`src/source/ram_pkg.sv`:
```
package ram_pkg;

    // ------------------------------------------------------------------
    // Memory geometry
    // ------------------------------------------------------------------
    localparam int ADDR_WIDTH = 12;    // 4K words.
    localparam int DATA_WIDTH = 8;

    // ------------------------------------------------------------------
    // Pattern rule
    // ------------------------------------------------------------------
    localparam int PATTERN_WIDTH = 32; // Widest word the rule supports.

    typedef logic [PATTERN_WIDTH-1:0] pattern_arg_t;

    // Word at a given offset into a region is base plus offset, kept to width bits.
    function automatic pattern_arg_t pattern_word(
        input pattern_arg_t base,
        input pattern_arg_t offset,
        input int           width
    );
        pattern_arg_t sum;
        pattern_arg_t mask;
        sum  = base + offset;
        mask = (width >= PATTERN_WIDTH) ? '1 : ((pattern_arg_t'(1) << width) - 1'b1);
        return sum & mask;
    endfunction

endpackage

```
`src/source/job_if.sv`:
```
interface job_if #(
    parameter int ADDR_WIDTH = ram_pkg::ADDR_WIDTH,
    parameter int DATA_WIDTH = ram_pkg::DATA_WIDTH
);
    logic                  fs;        // Start pulse.
    logic                  fd;        // Finish pulse.
    logic [ADDR_WIDTH-1:0] addr_init; // First word of the region.
    logic [ADDR_WIDTH:0]   data_len;  // Word count up to a full memory.
    logic [DATA_WIDTH-1:0] base;      // Pattern base.

    modport sequencer (
        output fs,
        output addr_init,
        output data_len,
        output base,
        input  fd
    );

    modport worker (
        input  fs,
        input  addr_init,
        input  data_len,
        input  base,
        output fd
    );

endinterface

```
`src/source/ram_reader.sv`:
```
module ram_reader #(
    parameter int ADDR_WIDTH = ram_pkg::ADDR_WIDTH,
    parameter int DATA_WIDTH = ram_pkg::DATA_WIDTH
) (
    input  logic                  clk,
    input  logic                  rst,

    job_if.worker                 job,

    output logic [ADDR_WIDTH-1:0] rd_addr,
    input  logic [DATA_WIDTH-1:0] rd_data,
    output logic [ADDR_WIDTH:0]   err_count
);
    logic                  issue_valid; // An address is on rd_addr.
    logic [ADDR_WIDTH:0]   offset;
    logic                  last_addr;
    logic [DATA_WIDTH-1:0] exp_now;

    logic                  cmp_valid;   // rd_data is being compared.
    logic                  cmp_last;
    logic [DATA_WIDTH-1:0] exp_word;

    assign last_addr = (offset == job.data_len - 1'b1);

    assign exp_now = DATA_WIDTH'(ram_pkg::pattern_word(
        ram_pkg::pattern_arg_t'(job.base),
        ram_pkg::pattern_arg_t'(offset),
        DATA_WIDTH
    ));

    // ------------------------------------------------------------------
    // Control and error count
    // ------------------------------------------------------------------
    always_ff @(posedge clk or posedge rst) begin
        if (rst) begin
            issue_valid <= 1'b0;
            cmp_valid   <= 1'b0;
            cmp_last    <= 1'b0;
            job.fd      <= 1'b0;
            err_count   <= '0;
        end else begin
            cmp_valid <= issue_valid;
            cmp_last  <= issue_valid && last_addr;
            job.fd    <= (job.fs && job.data_len == '0) || (cmp_valid && cmp_last);

            if (job.fs) begin
                issue_valid <= (job.data_len != '0);
            end else if (issue_valid && last_addr) begin
                issue_valid <= 1'b0;
            end

            if (job.fs) begin
                err_count <= '0;
            end else if (cmp_valid && rd_data != exp_word) begin
                err_count <= err_count + 1'b1;
            end
        end
    end

    // ------------------------------------------------------------------
    // Address issue and expected-word delay
    // ------------------------------------------------------------------
    always_ff @(posedge clk) begin
        if (job.fs) begin
            rd_addr <= job.addr_init;
            offset  <= '0;
        end else if (issue_valid) begin
            rd_addr <= rd_addr + 1'b1;
            offset  <= offset + 1'b1;
        end
        exp_word <= exp_now; // Lines up with the RAM read latency.
    end

endmodule

```
`src/flat_wrapper.sv`:
```
// flat-port wrapper written by rule: the top's interface ports become plain ports
module ram_reader_flat 
#(
    parameter int ADDR_WIDTH = ram_pkg::ADDR_WIDTH,
    parameter int DATA_WIDTH = ram_pkg::DATA_WIDTH
)
  (clk, rst, rd_addr, rd_data, err_count, job_fs, job_addr_init, job_data_len, job_base, job_fd);
  job_if #(.ADDR_WIDTH(ADDR_WIDTH), .DATA_WIDTH(DATA_WIDTH)) job_i ();
  input  logic clk;
  input  logic rst;
  output logic [ADDR_WIDTH-1:0] rd_addr;
  input  logic [DATA_WIDTH-1:0] rd_data;
  output logic [ADDR_WIDTH:0] err_count;
  input wire logic [$bits(job_i.fs)-1:0] job_fs;
  input wire logic [$bits(job_i.addr_init)-1:0] job_addr_init;
  input wire logic [$bits(job_i.data_len)-1:0] job_data_len;
  input wire logic [$bits(job_i.base)-1:0] job_base;
  output wire logic [$bits(job_i.fd)-1:0] job_fd;
  assign job_i.fs = job_fs;
  assign job_i.addr_init = job_addr_init;
  assign job_i.data_len = job_data_len;
  assign job_i.base = job_base;
  assign job_fd = job_i.fd;
  ram_reader #(.ADDR_WIDTH(ADDR_WIDTH), .DATA_WIDTH(DATA_WIDTH)) u_core (.clk(clk), .rst(rst), .job(job_i), .rd_addr(rd_addr), .rd_data(rd_data), .err_count(err_count));
endmodule
```
`config.mk`:
```
export PLATFORM = sky130hd
export DESIGN_NAME = ram_reader_flat
export DESIGN_NICKNAME = d
export VERILOG_FILES = /design/src/source/ram_pkg.sv /design/src/source/job_if.sv /design/src/source/ram_reader.sv /design/src/flat_wrapper.sv
export SDC_FILE = /design/constraint.sdc
export NUM_CORES = 1
export LEC_CHECK = 0
export BUFFER_PORTS_ARGS = -buffer_cell sky130_fd_sc_hd__buf_2
export CORE_AREA = 2 2 78 80
export CTS_CLUSTER_SIZE = 24
export DETAILED_ROUTE_END_ITERATION = 7
export DIE_AREA = 0 0 80 82
export GPL_TIMING_DRIVEN = 0
export HOLD_SLACK_MARGIN = 0.03
export PLACE_DENSITY = 0.78
export SYNTH_ARGS = -nofsm -noshare
export SYNTH_HDL_FRONTEND = slang
export SYNTH_SLANG_ARGS = --single-unit
```
`constraint.sdc`:
```
create_clock -name clk -period 2.35 [get_ports clk]
set_clock_uncertainty 0.05 [all_clocks]
set_input_delay 0.235 -clock clk [delete_from_list [all_inputs] [get_ports clk]]
set_output_delay 0.235 -clock clk [all_outputs]
set_load 0.05 [all_outputs]
```
==> impl_results.md <==
- Synth Instances: 315
- Post-Syn Area: 2960 um2
- Post-synth top flop: dfxtp_1
- Max cap viols: 0
- CP endpoint kind: register
- Compound-Gate Fraction of Synth Area: 8.54%
- Setup crit start: job_data_len[0]
- Routed Antenna Nets: 0
- Post-synthesis sequential area ratio: 40.7%
- Vias in the first global route: 2260
- Die width: 80 um
- Status: finished clean
- Netlist cell types: 49
- Count of final hold-check violations: 0
- Die area: 6560 um2
- Crit path buffers/inverters: 2
- Post-synth net total: 371
- Via density: 5.26
- Final Cell Area: 3480 um2
- Worst-path fanout max: 6
- Asr flop ratio synth: 34.0%
- Synth warn: 0
- RSZ-0062 raised after global routing: false
- Most common cell after layout, fill and taps aside: buf_2
- Post-synthesis xor/xnor area fraction: 18.6%
- Largest net degree at the start of global routing: 18
- Grt ovf: 0
- Final setup fails: 0
- Root buffer cell: clkbuf_8
- Vias: 2452
- CORE AREA: 5750 um2
- Largest family of logic cells by synthesized area: simple AND/OR/NAND/NOR gates
- # diodes: 0
- Min-delay worst type: in -> reg
- Final net count: 446
- Slowest-stage cell, CP: nor4b_2
- Global placement routability congestion: 0.820
- Wirelength per Cell: 13.0 um
- Crit path required time: 2.54 ns
- Detailed Place HPWL: 4720 um
- Synth Area per Inst: 9.40 um2
- Delay-heaviest family, CP: simple AND/OR/NAND/NOR gates
- GR Util All Layers: 18.9%
- DR DRC count: 0
- Yosys reg bits: 50
- Number of flops mapped to enable cells by yosys: 12
- Clock Pin Slew Worst Setup and Hold Paths: 0.09 ns
- Crit-path max cell delay: 0.54 ns
- CTS Buffer Depth: 2
- Most frequent cells in the layout: buf_2 (67), xor2_1 (42), nor2_1 (36)
- CTS Buf Count: 5
- Crit path cell chain: buf_2 -> inv_1 -> ha_1 -> nor4b_2 -> nand4b_1 -> xnor2_1 -> nor4_2 -> o211a_1 -> and3_1
- CTS tree: done
- Area Growth Syn to Fin: 17.6%
- Filler Cell Count: 507
- H-tree depth: 2
- Share of cells above drive strength 1: 20.7%
- Synth Area in Adders: 5.33%
- Reg-to-reg startpoint: u_core.offset[0]
- Setup slack, reg-to-reg: 0.30 ns
- Leak: 1.58 nW
- Final worst-path cycle share: 90.0%
- Min-delay src: job_base[0]
- Highest clock rate: 473 MHz
- Max-slew violation count: 0
- IR drop worst, VDD: 0.336 mV
- Worst Path Arrival: 2.31 ns
- Final worst path period need: 2.12 ns
- Critical path type: in -> reg
- Crit path launch type: input pin
- Port Buffers: 67
- Synth Area in Simple Gates: 22.1%
- Multiplexer share of the synthesized area: 1.78%
- Worst-Skew Late Latency: 0.30 ns
- Clk sinks: 50
- Max_slew headroom: 58.6%
- Power Density: 537 nW/um2
- Top-Level Pins: 70
- DRT iter0 DRCs: 109
- Placement Cell Area: 3390 um2
- Setup bufs post-CTS: 0
- Initial core utilization: 51.5%
- Global-route wire length before repair: 9850 um
- WL final: 6050 um
- Initial antenna violation count: 0
- First-pass iteration count of the detailed router: 4
- Worst-margin pin slew: 0.620 ns
- Cell Rows: 28
- Chip Height: 82 um
- Core Util, Final: 60.6%
## worst reg2reg max path, delay by kind of cell, from the launching register on
family	cells	cell delay, ns
fa+ha+maj	2	0.64
flops	1	0.51
compound gates	3	0.40
simple gates	2	0.17
xor+xnor	1	0.11
buf+inv	1	0.06
## cell usage after synthesis, types with 2 or more instances
cell	count	area share [%]
xor2_1	42	12
nor2_1	36	4.6
nand2_1	26	3.3
dfxtp_1	21	14
xnor2_1	21	6.2
dfrtp_1	17	14
nand3_1	14	2.4
edfxtp_1	12	12
inv_1	12	1.5
ha_1	11	4.6
o21ai_1	11	1.9
and3_1	10	2.1
clkbuf_1	10	1.3
nand4_1	10	2.1
o21ai_0	6	1.0
a21oi_1	4	0.68
and4_1	4	1.2
nor3_1	4	0.68
a21boi_1	3	0.76
mux2i_1	3	1.0
nor4_1	3	0.63
or3_1	3	0.63
a31oi_1	2	0.42
and2_1	2	0.42
nand3b_1	2	0.51
nor2b_1	2	0.42
o211a_1	2	0.68
## power breakdown
group | switching, W | internal, W
combinational | 0.000255 | 0.000145
sequential | 0.0000558 | 0.000944
clock | 0.000264 | 0.000205
## per-layer routing
| metal | track usage (%) | wire length [um] |
|---|---|---|
| met1 | 24.8 | 2810 |
| met3 | 3.19 | 285 |
| met4 | 6.95 | 109 |
| met2 | 31.6 | 2840 |
| met5 | 0 | 0 |
## final cells by class
type,count,area [um2],share of cell area (%)
clock inverters,2,8.76,0.252
clock buffers,6,72.6,2.08
multi-input cells,242,1670,47.9
well taps,75,93.8,2.70
flip-flops and latches,50,1210,34.7
repair buffers,68,345,9.92
inverters,12,45.0,1.29
plain buffers,11,41.3,1.19
## worst paths after layout
check                                      end  cells past startpoint
hold / removal              u_core.exp_word[0]                      2
min in group asynchronous        u_core.job.fd                      3
hold reg to reg               u_core.cmp_valid                      0
max in group asynchronous  u_core.err_count[0]                      3
setup reg to reg            u_core.exp_word[6]                      9
setup / recovery               u_core.cmp_last                      9
## state kept, by name (all words and copies together) (netlist names)
signal,count
u_core.err_count,13
u_core.offset,13
u_core.rd_addr,12
u_core.exp_word,8
u_core.cmp_last,1
u_core.cmp_valid,1
u_core.issue_valid,1
u_core.job.fd,1
## per-stage QoR
| stage | setup WS [ns] | hold slack, ns | total power, W | setup TNS, ns | cells |
|---|---|---|---|---|---|
| 2_1_floorplan | 0.401 | 0.111 | 0.00129 | 0 | 315 |
| 3_3_place_gp | 0.0185 | 0.286 | 0.00141 | 0 | 457 |
| 3_5_place_dp | -0.0257 | 0.305 | 0.00142 | -0.0406 | 457 |
| 4_1_cts | 0.278 | 0.116 | 0.00188 | 0 | 466 |
| 5_1_grt | 0.0971 | 0.123 | 0.00196 | 0 | 466 |
| 6_report | 0.234 | 0.120 | 0.00187 | 0 | 466 |
## logic make-up after synthesis
family                     after synthesis
buffers and inverters                   23
xor gates and xnor gates                63
DFF                                     50
muxes                                    5
AOI/OAI and AO/OA                       37
adders and majority gates               12
and+or+nand+nor                        125
## what timing repair did
item | 4_1_cts | 5_1_grt
hold endpoints to repair | 17 | 0
hold buffers | 1 | 0
resized for setup | 0 | 0
No activity file was read; power rests on OpenSTA's default activity.
