===== src/source/ram_pkg.sv =====
package ram_pkg;

    // ------------------------------------------------------------------
    // Memory geometry
    // ------------------------------------------------------------------
    localparam int ADDR_WIDTH = 12;    // 4K words.
    localparam int DATA_WIDTH = 8;

    // ------------------------------------------------------------------
    // Pattern rule
    // ------------------------------------------------------------------
    localparam int PATTERN_WIDTH = 32; // Widest word the rule supports.

    typedef logic [PATTERN_WIDTH-1:0] pattern_arg_t;

    // Word at a given offset into a region is base plus offset, kept to width bits.
    function automatic pattern_arg_t pattern_word(
        input pattern_arg_t base,
        input pattern_arg_t offset,
        input int           width
    );
        pattern_arg_t sum;
        pattern_arg_t mask;
        sum  = base + offset;
        mask = (width >= PATTERN_WIDTH) ? '1 : ((pattern_arg_t'(1) << width) - 1'b1);
        return sum & mask;
    endfunction

endpackage


===== src/source/job_if.sv =====
interface job_if #(
    parameter int ADDR_WIDTH = ram_pkg::ADDR_WIDTH,
    parameter int DATA_WIDTH = ram_pkg::DATA_WIDTH
);
    logic                  fs;        // Start pulse.
    logic                  fd;        // Finish pulse.
    logic [ADDR_WIDTH-1:0] addr_init; // First word of the region.
    logic [ADDR_WIDTH:0]   data_len;  // Word count up to a full memory.
    logic [DATA_WIDTH-1:0] base;      // Pattern base.

    modport sequencer (
        output fs,
        output addr_init,
        output data_len,
        output base,
        input  fd
    );

    modport worker (
        input  fs,
        input  addr_init,
        input  data_len,
        input  base,
        output fd
    );

endinterface


===== src/source/ram_writer.sv =====
module ram_writer #(
    parameter int ADDR_WIDTH = ram_pkg::ADDR_WIDTH,
    parameter int DATA_WIDTH = ram_pkg::DATA_WIDTH
) (
    input  logic                  clk,
    input  logic                  rst,

    job_if.worker                 job,

    output logic [ADDR_WIDTH-1:0] wr_addr,
    output logic [DATA_WIDTH-1:0] wr_data,
    output logic                  wr_en
);
    logic [ADDR_WIDTH:0] offset;
    logic                last_word;

    assign last_word = (offset == job.data_len - 1'b1);

    // ------------------------------------------------------------------
    // Control
    // ------------------------------------------------------------------
    always_ff @(posedge clk or posedge rst) begin
        if (rst) begin
            wr_en  <= 1'b0;
            job.fd <= 1'b0;
        end else begin
            job.fd <= 1'b0;
            if (job.fs) begin
                wr_en  <= (job.data_len != '0);
                job.fd <= (job.data_len == '0); // Empty job finishes at once.
            end else if (wr_en && last_word) begin
                wr_en  <= 1'b0;
                job.fd <= 1'b1;
            end
        end
    end

    // ------------------------------------------------------------------
    // Address and offset
    // ------------------------------------------------------------------
    always_ff @(posedge clk) begin
        if (job.fs) begin
            wr_addr <= job.addr_init;
            offset  <= '0;
        end else if (wr_en) begin
            wr_addr <= wr_addr + 1'b1; // Wraps at the top of memory.
            offset  <= offset + 1'b1;
        end
    end

    assign wr_data = DATA_WIDTH'(ram_pkg::pattern_word(
        ram_pkg::pattern_arg_t'(job.base),
        ram_pkg::pattern_arg_t'(offset),
        DATA_WIDTH
    ));

endmodule


===== src/flat_wrapper.sv =====
// flat-port wrapper written by rule: the top's interface ports become plain ports
module ram_writer_flat 
#(
    parameter int ADDR_WIDTH = ram_pkg::ADDR_WIDTH,
    parameter int DATA_WIDTH = ram_pkg::DATA_WIDTH
)
  (clk, rst, wr_addr, wr_data, wr_en, job_fs, job_addr_init, job_data_len, job_base, job_fd);
  job_if #(.ADDR_WIDTH(ADDR_WIDTH), .DATA_WIDTH(DATA_WIDTH)) job_i ();
  input  logic clk;
  input  logic rst;
  output logic [ADDR_WIDTH-1:0] wr_addr;
  output logic [DATA_WIDTH-1:0] wr_data;
  output logic wr_en;
  input wire logic [$bits(job_i.fs)-1:0] job_fs;
  input wire logic [$bits(job_i.addr_init)-1:0] job_addr_init;
  input wire logic [$bits(job_i.data_len)-1:0] job_data_len;
  input wire logic [$bits(job_i.base)-1:0] job_base;
  output wire logic [$bits(job_i.fd)-1:0] job_fd;
  assign job_i.fs = job_fs;
  assign job_i.addr_init = job_addr_init;
  assign job_i.data_len = job_data_len;
  assign job_i.base = job_base;
  assign job_fd = job_i.fd;
  ram_writer #(.ADDR_WIDTH(ADDR_WIDTH), .DATA_WIDTH(DATA_WIDTH)) u_core (.clk(clk), .rst(rst), .job(job_i), .wr_addr(wr_addr), .wr_data(wr_data), .wr_en(wr_en));
endmodule

===== config.mk =====
export PLATFORM = sky130hd
export DESIGN_NAME = ram_writer_flat
export DESIGN_NICKNAME = d
export VERILOG_FILES = /design/src/source/ram_pkg.sv /design/src/source/job_if.sv /design/src/source/ram_writer.sv /design/src/flat_wrapper.sv
export SDC_FILE = /design/constraint.sdc
export NUM_CORES = 1
export LEC_CHECK = 0
export BUFFER_PORTS_ARGS = -buffer_cell sky130_fd_sc_hd__buf_2
export CAP_MARGIN = 0
export CORE_AREA = 2 2 73 75
export DETAILED_ROUTE_END_ITERATION = 10
export DIE_AREA = 0 0 75 77
export PLACE_DENSITY_LB_ADDON = 0.12
export SETUP_SLACK_MARGIN = 0.05
export SLEW_MARGIN = 10
export SYNTH_ARGS = -nofsm -noshare
export SYNTH_HDL_FRONTEND = slang
export SYNTH_SLANG_ARGS = --single-unit
export TNS_END_PERCENT = 30

===== constraint.sdc =====
create_clock -name clk -period 9.85 [get_ports clk]
set_input_delay 2.955 -clock clk [delete_from_list [all_inputs] [get_ports clk]]
set_output_delay 2.955 -clock clk [all_outputs]
set_load 0.02 [all_outputs]

==> impl_metrics.tcl, run 1 <==
set metrics [dict create \
    synth_cell_types 47 \
    holdCritStartpoint "u_core.offset[12]" \
    core_um2 4977 \
    dpl_cell_area_um2 2305 \
    yosys.area.top_type "edfxtp_1" \
    timing.rr.end "u_core.job.fd" \
    syn2layout_area_growth_pct 20.00 \
    cts_resized 0 \
    min_path_cells 2 \
    hold_viol 0 \
    power_density_nw_per_um2 113.1 \
    synthCells 225 \
    finalNetCount 327 \
    period_minus_slack_ns 7.621 \
    fin_skew_ns 0.004113 \
    grt_pass1_wl_um 6962 \
    globalplace.congestion 0.7936 \
    hpwl_um 3366 \
    fin_crit_sh 0.7737 \
    yosysTopAreaCellShare 0.1840 \
    cts_root_buffer "clkbuf_8" \
    path_class "input pin to output port" \
    status "finished, final reports clean" \
    ctsLongestPathBuffers 2 \
    vias 1728 \
    die_y_um 77 \
    postCtsSetupBuffers 0 \
    drive_gt1_frac 0.2401 \
    max_freq_ghz 0.1312 \
    grt_pass1_vias 1569 \
    synth_edf_count 12 \
    cts_buffers 3 \
    setup_viol 0 \
    ys_ff_latch 27 \
    cp.arrival_ns 4.67 \
    min_to "u_core.offset[12]" \
    r2r-start "u_core.offset[3]" \
    cts_tree "built" \
    antenna_found_initial 0 \
    worst_slew_pin_slew_ns 0.6128 \
    ctsHtreeMaxLevel 1 \
    synth-seq-area-share 0.3425 \
    end_kind "output port" \
    ios 58 \
    avgSynthCellArea_um2 8.703 \
    worstPathRequired_ns 6.90 \
    routedWlPerCell_um 12.07 \
    p_leak_nw 1.025 \
    cts_hold_buf 0 \
    tns_ns 0 \
    slew_violations 0 \
    synth.area.top_cells "edfxtp_1 18%, dfxtp_1 13%, xor2_1 11%" \
    synthFlopType "dfxtp_1" \
    core.rowCount 26 \
    worst_r2r_path_depth 6 \
    fin_area_um2 2350 \
    drtAntennaViolNets 0 \
    syn-num-nets 272 \
    critPathMaxFanout 2 \
    antennaDiodeCount 0 \
    yosysWarnings 0 \
    die_area_um2 5775 \
    die_w_um 75 \
    grt-ovfl-total 0 \
    synth_area_um2 1958 \
    max-slew-margin-rel 0.5914 \
    route.detailed.drc 0 \
    clock_latency_ns 0.27 \
    synthTopCellsByCount "24 x nor2_1, 24 x xor2_1, 20 x nand2_1" \
    place.port_buffers 57 \
    dr.pass1.iters 4 \
    rsz0062_at_grt "false" \
    clkSlewWorstSetupHoldPaths_ns 0.09 \
    via_per_inst 4.951 \
    wirelength_um 4212 \
    grt_max_degree 38 \
    worstHoldPathType "flip-flop to flip-flop" \
    finish.utilization 0.4721 \
    startpoint_type "input pin" \
    cts_sinks 27 \
    initial_utilization 0.3934 \
    synthArstFlopShare 0.07407 \
    rrSetupSlack_ns 8.17 \
    report.power.total_mw 0.2657 \
    drt_iter0_markers 92 \
    cap_violations 0 \
    grt_use_total 0.1508 \
    vdd_ir_drop_max_mv 0.05357 \
]
[kinds of logic (layout without fill, tap and decap cells)]
kind of cell,after synthesis,count (layout),share of synthesized area
simple gates,94,94,0.2460
xor+xnor,39,39,0.1744
compound gates,35,35,0.1163
mux,3,3,0.01597
buf+inv,16,70,0.03067
flops,27,27,0.3425
fa+ha+maj,11,11,0.07412
[per-layer routing]
layer,global-route usage,vias to the layer above,wire length [um]
li1,-,902,-
met3,0.02234,4,185
met2,0.2439,40,1882
met4,0.03750,0,34
met1,0.2082,782,2109
met5,0,-,0
[registers in the layout (all words and copies together), names as in the netlist]
signal / cells
u_core.job.fd: 1
u_core.wr_en: 1
u_core.wr_addr: 12
u_core.offset: 13
[per-stage QoR]
| stage | cells | hold WS [ns] | worst slack, ns |
|---|---|---|---|
| 5_1_grt | 349 | 0.5723 | 2.058 |
| 4_1_cts | 349 | 0.5478 | 2.225 |
| 3_3_place_gp | 345 | 0.5142 | 2.276 |
| 6_report | 349 | 0.5473 | 2.229 |
| 2_1_floorplan | 225 | 0.4984 | 2.417 |
| 3_5_place_dp | 345 | 0.5289 | 2.245 |
[worst max-delay path: stages]
cell      delay (ns)
buf_2           0.10
ha_1            0.28
a21o_1          0.18
a21oi_1         0.20
nand2b_1        0.13
a21boi_0        0.10
o41ai_1         0.36
xnor2_1         0.16
buf_2           0.18
[final cells by class]
class | instances | area (um^2)
Tap cell | 70 | 87.58
Multi-Input combinational cell | 182 | 1227
Sequential cell | 27 | 670.6
Fill cell | 514 | 2628
Clock buffer | 4 | 45.04
Inverter | 9 | 33.78
Timing Repair Buffer | 57 | 285.3
[where the power goes]
group          switching [mW]  total (mW)  leakage [nW]  internal, mW
Clock                  0.0327      0.0617        0.0228        0.0289
Sequential            0.00829       0.134         0.258         0.126
Combinational          0.0399      0.0701         0.744        0.0302
Total                  0.0810       0.266          1.03         0.185
[cell usage in the layout (no fill, tap or decap), types with 3 or more instances in the layout]
cell type	count
xnor2_1	15
clkbuf_8	3
nor2_1	24
nand2_1	20
nand4_1	7
nor3_1	5
ha_1	10
xor2_1	24
edfxtp_1	12
dfxtp_1	13
buf_2	57
and3_1	6
or2_2	3
a21oi_1	4
inv_1	9
or3_1	6
nand3_1	10
o21ai_0	15
[worst max-delay path by stage]
stage | start | end | slack [ns]
after floorplan | job_base[0] | wr_data[6] | 2.42
after global placement | job_base[1] | wr_data[7] | 2.28
after detailed placement | job_base[1] | wr_data[7] | 2.24
after CTS | job_base[1] | wr_data[7] | 2.23
after global routing | job_base[1] | wr_data[7] | 2.06
final | job_base[1] | wr_data[7] | 2.23
No activity file was read; power rests on OpenSTA's default activity.
==> inputs of run 2 (changes only) <==
--- a/config.mk
+++ b/config.mk
@@ -5,11 +5,12 @@
 export SDC_FILE = /design/constraint.sdc
 export NUM_CORES = 1
 export LEC_CHECK = 0
+export ABC_AREA = 1
 export BUFFER_PORTS_ARGS = -buffer_cell sky130_fd_sc_hd__buf_2
 export CAP_MARGIN = 0
-export CORE_AREA = 2 2 73 75
+export CORE_AREA = 2 2 77 79
 export DETAILED_ROUTE_END_ITERATION = 10
-export DIE_AREA = 0 0 75 77
+export DIE_AREA = 0 0 79 81
 export PLACE_DENSITY_LB_ADDON = 0.12
 export SETUP_SLACK_MARGIN = 0.05
 export SLEW_MARGIN = 10
==> constraint.sdc (replaced) <==
create_clock -name clk -period 6.4 [get_ports clk]
set_input_delay 1.92 -clock clk [delete_from_list [all_inputs] [get_ports clk]]
set_output_delay 1.92 -clock clk [all_outputs]
set_load 0.02 [all_outputs]
==> run 2 against run 1 <==
  * Global-route usage shrank 0.13 points
  * Register-to-register slack lost 3.6 ns
  * Critical path type unchanged
  * Power grew 53%
  * Sequential share of layout area shrank 2.3 points
  * Highest routed layer unchanged
  * Combinational power grew 53%
  * Clock skew shrank 0.00097 ns
  * Non-clock buffer count is the same
  * Worst setup slack lost 1.3 ns
==> impl_metrics.tcl, run 2 <==
set metrics [dict create \
    ys_ff_latch 27 \
    worstPathRequired_ns 4.48 \
    fin_hold_ws_ns 0.5079 \
    grt-ovfl-total 0 \
    yosys.area.top_type "edfxtp_1" \
    synthFlopType "dfxtp_1" \
    final_common_cell "nand2_1" \
    slowest_stage "fa_1" \
    cts_root_buffer "clkbuf_8" \
    synthTopCellsByCount "93 x nand2_1, 53 x inv_1, 31 x nor2_1" \
    grt_pass1_vias 1824 \
    hpwl_um 3933 \
    synth_most_common_cell "nand2_1" \
    die_area_um2 6399 \
    via_per_inst 4.569 \
    tns_ns 0 \
    die_w_um 79 \
    status "finished, final reports clean" \
    holdCritStartpoint "u_core.offset[12]" \
    drt_iter0_markers 85 \
    ctsHtreeMaxLevel 1 \
    slew_violations 0 \
    p_clk_frac 0.237 \
    p_seq_frac 0.501 \
    antennaDiodeCount 0 \
    drive_gt1_frac 0.2016 \
    synth_cell_types 29 \
    hold_viol 0 \
    postCtsSetupBuffers 0 \
    dr.pass1.iters 4 \
    route.detailed.drc 0 \
    syn-num-nets 372 \
    globalplace.congestion 0.8205 \
    synth_area_um2 2146 \
    cp_cell_sequence "buf_2, ha_1, inv_1, fa_1, o21ai_0, a21oi_1, o21ai_0, xor2_1, buf_2" \
    critPathMaxFanout 2 \
    worstHoldPathType "flip-flop to flip-flop" \
    r2r-start "u_core.wr_addr[0]" \
    max-slew-margin-rel 0.6748 \
    cp.arrival_ns 3.56 \
    report.power.total_mw 0.4069 \
    vias 2088 \
    avgSynthCellArea_um2 6.602 \
    comb_power_share 0.262 \
    power_density_nw_per_um2 159.3 \
    max_freq_ghz 0.1826 \
    p_leak_nw 1.256 \
    fillers 629 \
    grt_max_degree 29 \
    cts_hold_buf 0 \
    drtAntennaViolNets 0 \
    path_class "input pin to output port" \
    initial_utilization 0.3781 \
    routedWlPerCell_um 10.50 \
    crit_start "job_base[0]" \
    cts_buffers 3 \
    fin_skew_ns 0.003143 \
    largest_reg_flops 13 \
    ios 58 \
    core_um2 5675 \
    fin_crit_sh 0.8559 \
    core.rowCount 28 \
    switching_share 0.3200 \
    yosysWarnings 0 \
    synthCells 325 \
    syn2layout_area_growth_pct 19.01 \
    wirelength_um 4797 \
    synth-seq-area-share 0.3125 \
    fin_area_um2 2554 \
    period_minus_slack_ns 5.478 \
    yosysTopAreaCellShare 0.1679 \
    largest-register "u_core.offset" \
    switching_power_mw 0.1302 \
    top_regs "u_core.offset: 13 flops, u_core.wr_addr: 12 flops" \
    internal_power_mw 0.2767 \
    die_y_um 81 \
    cts_sinks 27 \
    rsz0062_at_grt "false" \
    seq_area_um2 670.6 \
    synth_edf_count 12 \
    final_cell_mix "93 x nand2_1, 57 x buf_2, 53 x inv_1" \
    synth.area.top_cells "edfxtp_1 17%, nand2_1 16%, dfxtp_1 12%" \
    worst_slew_pin_slew_ns 0.4873 \
    grt_pass1_wl_um 7783 \
    synthArstFlopShare 0.07407 \
    clkSlewWorstSetupHoldPaths_ns 0.09 \
    cpPeakStageDelay_ns 0.40 \
    clock_latency_ns 0.27 \
    startpoint_type "input pin" \
    multiInputGateArea_um2 1259 \
    finalNetCount 430 \
    place.port_buffers 57 \
    cap_violations 0 \
    cts_tree "built" \
    setup_viol 0 \
    antenna_found_initial 0 \
    grt_use_total 0.1495 \
    ctsLongestPathBuffers 2 \
    dpl_cell_area_um2 2507 \
    cts_resized 0 \
    end_kind "output port" \
    vdd_ir_drop_max_mv 0.07848 \
]
-- run 2: per-stage QoR --
| step | util | cells | worst slack, ns |
|---|---|---|---|
| after floorplan | - | 325 | 1.083 |
| final | 0.4500 | 457 | 0.9224 |
| after CTS | 0.4500 | 457 | 0.8917 |
| after global placement | 0.4418 | 453 | 0.9307 |
| after global routing | 0.4500 | 457 | 0.7861 |
| after detailed placement | 0.4418 | 453 | 0.9034 |
-- run 2: worst max-delay path, delay by kind of cell --
family	cells	cell delay [ns]
AOI/OAI and AO/OA	3	0.62
buffers and inverters	3	0.30
xor gates and xnor gates	1	0.16
adders and majority gates	2	0.55
-- run 2: routing by layer --
metal / vias up / track usage / wire (um)
met5: - / 0 / 0
met4: 0 / 0.02069 / 19
li1: 1151 / - / -
met3: 2 / 0.02333 / 131
met2: 23 / 0.2720 / 2283
met1: 912 / 0.1918 / 2362
-- run 2: area by class of cell --
| class | count | area share |
|---|---|---|
| multi-input combinational | 241 | 0.4929 |
| sequential | 27 | 0.2626 |
| timing repair buffer | 57 | 0.1117 |
| inverter | 53 | 0.07790 |
| tap | 75 | 0.03675 |
| clock buffer | 3 | 0.01617 |
| clock inverter | 1 | 0.001960 |
-- run 2: power by group through the flow --
stage                     Combinational, mW  Sequential [mW]  Clock (mW)
after floorplan                      0.0609            0.217           0
after global placement                0.107            0.208           0
after detailed placement              0.108            0.208           0
after CTS                             0.108            0.204       0.100
after global routing                  0.121            0.206       0.105
final                                 0.107            0.204      0.0963
-- run 2: kinds of logic after synthesis --
group | Yosys count | synth area share
xor+xnor | 13 | 0.05306
flops | 27 | 0.3125
buf+inv | 57 | 0.1009
fa+ha+maj | 11 | 0.06764
simple gates | 174 | 0.3580
compound gates | 43 | 0.1079
-- run 2: final timing paths --
kind                                      end  slack [ns]  cells past startpoint
hold reg to reg             u_core.offset[12]        0.51                      2
setup reg to reg           u_core.wr_addr[10]        4.56                      8
min in group asynchronous       u_core.job.fd        1.48                      2
setup / recovery                   wr_data[6]        0.92                      9
max in group asynchronous        u_core.wr_en        4.81                      2
hold / removal              u_core.offset[12]        0.51                      2
